===== src/isa_pkg.sv =====
package isa_pkg;

	localparam int pc_width  = 64;
	localparam int arn_width = 5;	// architected register number
	localparam int prn_width = 6;	// 64 physical registers

	// idle commit slots point at the hardwired zero register
	localparam logic [arn_width-1:0] zero_reg = 5'd31;

	// one instruction entering the rob from dispatch
	typedef struct packed {
		logic                 valid;
		logic [pc_width-1:0]  pc;
		logic [arn_width-1:0] arn;	// destination, architected
		logic [prn_width-1:0] prn;	// destination, physical
		logic                 branch;
		logic                 predict;	// predicted taken
	} dispatch_inst_t;

	// one commit slot toward the retirement rat and fetch
	typedef struct packed {
		logic                 valid;
		logic                 thread;	// 0 is thread 1
		logic [pc_width-1:0]  pc;
		logic [arn_width-1:0] arn;
		logic [prn_width-1:0] prn;
		logic                 branch;
		logic                 taken;
		logic                 mispredict;
		logic [pc_width-1:0]  target;	// resolved branch target
	} commit_t;

endpackage


===== src/rob_pkg.sv =====
package rob_pkg;

	localparam int rob_depth     = 16;	// entries per thread
	localparam int rob_idx_width = 4;
	localparam int num_threads   = 2;

	// tag handed back at dispatch and carried by the function units
	typedef struct packed {
		logic                     thread;	// 0 is thread 1, 1 is thread 2
		logic [rob_idx_width-1:0] idx;
	} rob_tag_t;

	// one stored rob entry
	typedef struct packed {
		logic                             valid;
		logic                             executed;
		logic [isa_pkg::pc_width-1:0]     pc;
		logic [isa_pkg::arn_width-1:0]    arn;
		logic [isa_pkg::prn_width-1:0]    prn;
		logic                             branch;
		logic                             predict;
		logic                             taken;	// actual direction, from the fu
		logic [isa_pkg::pc_width-1:0]     target;
	} rob_entry_t;

	// completion report from one function unit port
	typedef struct packed {
		logic                         valid;
		rob_tag_t                     tag;
		logic                         taken;
		logic [isa_pkg::pc_width-1:0] target;
	} complete_t;

	// what the commit side did this cycle, per thread
	typedef struct packed {
		logic [num_threads-1:0][1:0] count;	// entries leaving the head, 0 to 2
		logic [num_threads-1:0]      flush;	// mispredict kills the rest of the thread
	} retire_t;

endpackage


===== src/rob_dispatch.sv =====
`timescale 1ns/1ps

module rob_dispatch (
	input  logic                                 clock,
	input  logic                                 reset,
	input  logic                                 dispatch_thread2,
	input  isa_pkg::dispatch_inst_t [1:0]        dispatch_inst,
	input  rob_pkg::retire_t                     retire,
	output rob_pkg::rob_tag_t [1:0]              load_tag,
	output logic [1:0]                           load,
	output rob_pkg::rob_tag_t [1:0]              dispatch_tag,
	output logic [rob_pkg::num_threads-1:0]      full
);

	logic [rob_pkg::num_threads-1:0][rob_pkg::rob_idx_width-1:0] tail;
	logic [rob_pkg::num_threads-1:0][rob_pkg::rob_idx_width:0]   count;	// 0 to rob_depth
	logic [1:0]                                                  n_load;

	// need room for a full pair, and a flushing thread takes nothing
	always_comb
	begin
		for (int t = 0; t < rob_pkg::num_threads; t++)
		begin
			full[t] = (count[t] > rob_pkg::rob_depth - 2) || retire.flush[t];
		end
	end

	// tags come straight off the tail of the selected thread
	always_comb
	begin
		dispatch_tag[0].thread = dispatch_thread2;
		dispatch_tag[0].idx    = tail[dispatch_thread2];
		dispatch_tag[1].thread = dispatch_thread2;
		dispatch_tag[1].idx    = tail[dispatch_thread2] + 1'b1;	// wraps around the ring
	end

	assign load_tag = dispatch_tag;
	assign load[0]  = dispatch_inst[0].valid && !full[dispatch_thread2];
	assign load[1]  = dispatch_inst[1].valid && load[0];
	assign n_load   = {1'b0, load[0]} + {1'b0, load[1]};

	always_ff @(posedge clock)
	begin
		if (reset)
		begin
			tail  <= '0;
			count <= '0;
		end
		else
		begin
			for (int t = 0; t < rob_pkg::num_threads; t++)
			begin
				if (retire.flush[t])
				begin
					// tail minus count is the old head, new head is past the retired ones
					tail[t]  <= tail[t] - count[t][rob_pkg::rob_idx_width-1:0] + retire.count[t];
					count[t] <= '0;
				end
				else if (int'(dispatch_thread2) == t)
				begin
					tail[t]  <= tail[t] + n_load;
					count[t] <= count[t] + n_load - retire.count[t];
				end
				else
				begin
					count[t] <= count[t] - retire.count[t];
				end
			end
		end
	end

	no_dispatch_to_full: assert property (@(posedge clock) disable iff (reset)
		dispatch_inst[0].valid |-> !full[dispatch_thread2])
		else $error("dispatch to a full thread");

	pair_starts_at_slot1: assert property (@(posedge clock) disable iff (reset)
		dispatch_inst[1].valid |-> dispatch_inst[0].valid)
		else $error("slot 2 dispatched without slot 1");

endmodule


===== config.mk =====
export PLATFORM = sky130hd
export DESIGN_NAME = rob_dispatch
export DESIGN_NICKNAME = d
export VERILOG_FILES = /design/src/isa_pkg.sv /design/src/rob_pkg.sv /design/src/rob_dispatch.sv
export SDC_FILE = /design/constraint.sdc
export NUM_CORES = 1
export LEC_CHECK = 0
export BUFFER_PORTS_ARGS = -buffer_cell sky130_fd_sc_hd__buf_2
export CORE_MARGIN = 2
export CORE_UTILIZATION = 40
export CTS_BUF_LIST = sky130_fd_sc_hd__clkbuf_8
export CTS_CLUSTER_SIZE = 14
export DETAILED_ROUTE_END_ITERATION = 10
export GPL_ROUTABILITY_DRIVEN = 0
export HOLD_SLACK_MARGIN = 0.03
export PLACE_DENSITY_LB_ADDON = 0.12
export SYNTH_ARGS = -nofsm -noshare
export SYNTH_HDL_FRONTEND = slang
export SYNTH_SLANG_ARGS = --single-unit

===== constraint.sdc =====
create_clock -name clock -period 4.1 [get_ports clock]
set_input_delay 0.205 -clock clock [delete_from_list [all_inputs] [get_ports clock]]
set_output_delay 0.205 -clock clock [all_outputs]
set_load 0.05 [all_outputs]

==> After elaboration in Yosys (flattened, before gate mapping) <==
Index checks and enable logic that the tools add are counted.
Widths: inputs -> output; s select.
{ "op_classes": {"bitwise_logic": 0, "n_reduce_logical": 8, "n_div": 0, "mul": 0, "n_addsub": 14, "order_cmp": 3, "n_eq_ne": 1, "n_mux": 10, "n_shift": 0} }
{ "op_table": {"columns": ["cell", "count"], "rows": [
  ["$mux 4", 6],
  ["$sub 5x2->5", 4],
  ["$add 4x2->4", 4],
  ["$add 5x2->5", 2],
  ["$gt 5x4->1 const B", 2],
  ["$mux 5", 2],
  ["$sub 4x4->4", 2],
  ["$add 4x1->4 const B", 1],
  ["$reduce_or 2->1", 2],
  ["$add 1x1->2", 1],
  ["$logic_and 1x1->1", 2],
  ["$logic_or 1x1->1", 2],
  ["$lt 1x2->1 const B", 1],
  ["$mux 1", 2],
  ["$ne 2x1->1 const B", 1],
  ["$reduce_bool 2->1", 1],
  ["$logic_not 1->1", 1]
]} }
{ "word_totals": {"latchBits": 0, "n_memories": 0, "regBits": 18, "output_inout_bits": 24, "in_bits": 165, "mem_bits_rw": 0, "romBits": 0} }

==> Longest topological paths before layout <==
{ "logic_depth": {"depth_word": 11, "depth_mapped": 15, "depth_no_buf": 15} }

==> Least setup slack after synthesis <==
Ideal clock, no wire load.
{ "synth_timing": {"path_type": "register -> register", "startpoint": "register count[8] (netlist bit)", "endpoint": "register count[4] (netlist bit)", "path_stages_with_launch": 12, "arrival_ps": 4061, "synth_period_minus_slack_ps": 4176, "path_slack_ps": -76, "path_buffers": 0, "t_required_ps": 3985, "path_cell_list": "dfxtp_1 > ha_1 > nor2b_1 > o21ai_1 > o22ai_1 > nand2_1 > fa_1 > fa_1 > nand2b_1 > a21oi_1 > o211ai_1 > and3_1"} }
{ "synth_via": {"elab_chain_cells": 11} }
{ "synth_rtl": {"columns": ["element", "line", "text"], "rows": [
  ["from (decl)", "rob_dispatch.sv:16", "logic [rob_pkg::num_threads-1:0][rob_pkg::rob_idx_width:0] count;"],
  ["from (signal, indexed assignment)", "rob_dispatch.sv:62", "count[t] <= count[t] + n_load - retire.count[t];"],
  ["from (signal, indexed assignment)", "rob_dispatch.sv:66", "count[t] <= count[t] - retire.count[t];"],
  ["$gt 5x4->1 (*)", "rob_dispatch.sv:24", "full[t] = (count[t] > rob_pkg::rob_depth - 2) || retire.flush[t];"],
  ["$logic_or 1x1->1 (*)", "rob_dispatch.sv:24", null],
  ["net full (one bit)", "rob_dispatch.sv:12", "output logic [rob_pkg::num_threads-1:0] full"],
  ["$mux 1 (implied by the code) (*) (2 in series)", "rob_dispatch.sv:38", "assign load[0] = dispatch_inst[0].valid && !full[dispatch_thread2];"],
  ["$logic_not 1->1 (*)", "rob_dispatch.sv:38", null],
  ["$logic_and 1x1->1 (*)", "rob_dispatch.sv:38", null],
  ["net load[0]", "rob_dispatch.sv:10", "output logic [1:0] load,"],
  ["$logic_and 1x1->1", "rob_dispatch.sv:39", "assign load[1] = dispatch_inst[1].valid && load[0];"],
  ["$add 1x1->2 (*)", "rob_dispatch.sv:40", "assign n_load = {1'b0, load[0]} + {1'b0, load[1]};"],
  ["$add 5x2->5 (*)", "rob_dispatch.sv:62", null],
  ["$sub 5x2->5 (*)", "rob_dispatch.sv:62", null],
  ["$mux 5 (*)", "rob_dispatch.sv:59", "else if (int'(dispatch_thread2) == t)"]
]} }
Mark *: on every way through the listed nets, which the timed path passes. The rest lies on a longest branch. The select of a mux whose other input is x is not followed.
A chain may end at the register's enable or synchronous reset.

==> Worst setup path in the final report <==
{ "layout_timing": {"startpoint": "register count[3] (netlist bit)", "endpoint": "register count[9] (netlist bit)"} }
{ "layout_via": {"elab_chain_cells": 11} }
{ "layout_rtl": {"columns": ["element", "line"], "rows": [
  ["$gt 5x4->1 (*)", "rob_dispatch.sv:24"],
  ["$logic_or 1x1->1 (*)", "rob_dispatch.sv:24"],
  ["$mux 1 (implied by the code) (*) (2 in series)", "rob_dispatch.sv:38"],
  ["$logic_not 1->1 (*)", "rob_dispatch.sv:38"],
  ["$logic_and 1x1->1 (*)", "rob_dispatch.sv:38"],
  ["$logic_and 1x1->1", "rob_dispatch.sv:39"],
  ["$add 1x1->2 (*)", "rob_dispatch.sv:40"],
  ["$add 5x2->5 (*)", "rob_dispatch.sv:62"],
  ["$sub 5x2->5 (*)", "rob_dispatch.sv:62"],
  ["$mux 5 (*)", "rob_dispatch.sv:59"]
]} }
Mark *: on every way between the ends. The rest lies on a longest branch, timed or not. The select of a mux whose other input is x is not followed.

==> reports/results.txt <==
end of the critical path: count[9]$_SDFF_PP0_
depth of the most critical reg-to-reg path: 11
die area: 6090 µm²
GR Util met3: 2.07%
setup violators final: 0
Total Neg Setup Slack: 0 ns
Gate Count Post-Synth: 265
ant diodes: 0
most used cell along the critical path: fa_1
Sequential Power Share: 25.2%
multi-input logic area: 1560 µm²
PwrDens: 396 nW/µm²
crit-path max FO: 7
Comb power frac: 61.0%
CTS tree: yes
Root Driver: clkbuf_8
clock slew at reported path FFs: 0.08 ns
status: finished clean
fraction of registers with async set or reset after synthesis: 0%
slowest cell delay on critical path: 0.57 ns
final period utilization: 78.5%
Slew Viols, Final: 0
type of element capturing the critical path: register
number of I/O pins: 189
ranking of synthesized cells by area: ha_1 20%, dfxtp_1 16%, fa_1 11%
gr busiest metal: met2
Setup Buffers After CTS: 0
Hold Crit Start: retire[1]
largest net degree at the start of global routing: 35
Fin Clk Skew: 0.00280 ns
CTS Buffer Depth: 2
Core Footprint: 5200 µm²
FF-to-FF Start: count[3]$_SDFF_PP0_
Num Clock Sinks: 18
number of distinct library cells after synthesis: 39
startpoint types: register
Max Fclk: 311 MHz
per-cell routed wire length: 13.1 µm
initial antenna violation count: 0
leakage dissipation: 1.19 nW
NetSw: 0.477 mW
final net count: 498
unrepaired setup endpoints after global routing: false
Avg Inst Size Synth: 8.28 µm²
most frequent cells in the layout: 42 x inv_1, 35 x ha_1, 34 x buf_2
TritonCTS Buffers: 3
total track usage: 16.9%
port bufs: 34
r2r endpoint: count[9]$_SDFF_PP0_
Post-DP HPWL: 3.67 mm
crit path cell chain: ha_1, nor2b_1, o21ai_1, o22ai_2, nand2_1, fa_1, fa_1, nand2b_1, a21oi_1, o211a_1, nor3_1
Cell Rows: 26
worst min-delay path class: primary input to register
flip-flop and latch area: 360 µm²
Worst-Skew Late Latency: 0.25 ns
GRT overflow: 0
sw frac: 50.5%
worst path bufs/invs: 0
YS warnings: 0
DRT Pass-1 Iters: 4
area share of the largest cell type after synthesis: 20.0%
global-route wire length before repair: 8.27 mm
layout cells sized above 1: 14.8%
worst-margin pin slew: 0.442 ns
Initial DRC Count: 37
H-tree levels: 1
Crit Path Class: register to register
via count: 1717
Die Span Y: 78.1 µm
area grow syn2layout: 8.73%
Global Route met2 Usage: 29.2%
Syn Nets: 477
Total Wirelength: 4.63 mm
Post-synth EDFFs: 0
CP Data Arrival Time: 3.36 ns
Fillers: 552
Reg2Reg Setup Slack: 0.88 ns
Seq cells post-synth: 18
dominant synthesized flop cell: dfxtp_1
slowest cell on the critical path: fa_1
Synth area leader: ha_1
max-cap violations: 0
die width: 78.1 µm
post-CTS sizing: 0
Fin. Hold Viols: 0
critical path's top delay family: adder cells
vias in the first global route: 1768
Hold-fix buffers, CTS: 0
Crit path depth: 11
Slew HR: 70.5%
Initial Util: 42.1%
Tot Pwr: 0.943 mW
sequential area share after synthesis: 16.4%
DRC: 0
Detail Route Antenna Nets: 0
met1 usage: 22.0%
clock power share: 13.8%
commonest non-fill, non-tap cell in the layout: inv_1
fin crit period: 3.22 ns
Synth Cell Area: 2190 µm²
Critical Path Start: count[3]$_SDFF_PP0_
VDD IR max: 291 µV
Internal Power: 0.466 mW
Via-to-Cell Ratio: 4.85
CP Data Required Time: 4.24 ns
## Yosys cell counts (all sizes together), types with 4 or more instances
cell,number
inv,42
ha,35
nor2,27
dfxtp,18
a21oi,16
buf,14
fa,12
nand2,11
xor2,11
mux2i,7
xnor2,7
nor3,6
clkbuf,5
nand2b,5
nor2b,5
o21ai,5
a21o,4
## per-layer routing
| layer | up-vias | routed length, µm |
|---|---|---|
| met3 | 2 | 69 |
| met2 | 9 | 2180 |
| met5 | - | 0 |
| met4 | 0 | 34 |
| li1 | 907 | - |
| met1 | 799 | 2340 |
## registers in the layout, summed over array words and instances (netlist names)
signal and count:
count 10, tail 8
## worst min-delay path by stage
stage | to | cells past startpoint | slack [ns]
6_report | count[5]$_SDFF_PP0_ | 2 | 0.32
5_1_grt | count[5]$_SDFF_PP0_ | 2 | 0.35
2_1_floorplan | tail[1]$_SDFFE_PP0P_ | 2 | 0.41
3_3_place_gp | count[5]$_SDFF_PP0_ | 2 | 0.59
4_1_cts | count[5]$_SDFF_PP0_ | 2 | 0.32
3_5_place_dp | count[5]$_SDFF_PP0_ | 2 | 0.60
## through the flow
step	utilization [%]	cell area, µm²	hold slack, ns	std cells	setup slack, ns
floorplan	-	2200	0.408	265	0.243
global placement	45.0	2340	0.593	351	0.853
detailed placement	45.0	2340	0.597	351	0.906
CTS	45.8	2380	0.324	354	0.878
global route	45.8	2380	0.350	354	0.567
finish	45.8	2380	0.324	354	0.883
## cell families after synthesis
group / share of synthesized area [%]
AO/OA/AOI/OAI: 11.2
XOR/XNOR: 7.19
adder cells (fa/ha/maj): 30.9
buffers and inverters: 12.7
flip-flops: 16.4
multiplexers: 4.73
AND/OR/NAND/NOR: 16.8
## power by group through the flow
stage / combinational, mW / clock, mW / sequential (mW)
after floorplan: 0.502 / 0 / 0.231
after global routing: 0.645 / 0.142 / 0.244
after CTS: 0.582 / 0.137 / 0.237
final: 0.575 / 0.131 / 0.238
after detailed placement: 0.579 / 0 / 0.242
after global placement: 0.576 / 0 / 0.242
## final cells by class
type / count / area share, %
inverters: 42 / 6.61
multi-input cells: 186 / 65.4
clock buffers: 3 / 1.73
flip-flops and latches: 18 / 15.1
well taps: 70 / 3.67
repair buffers: 35 / 7.45
Note: power is estimated with default switching activity, not from simulation.
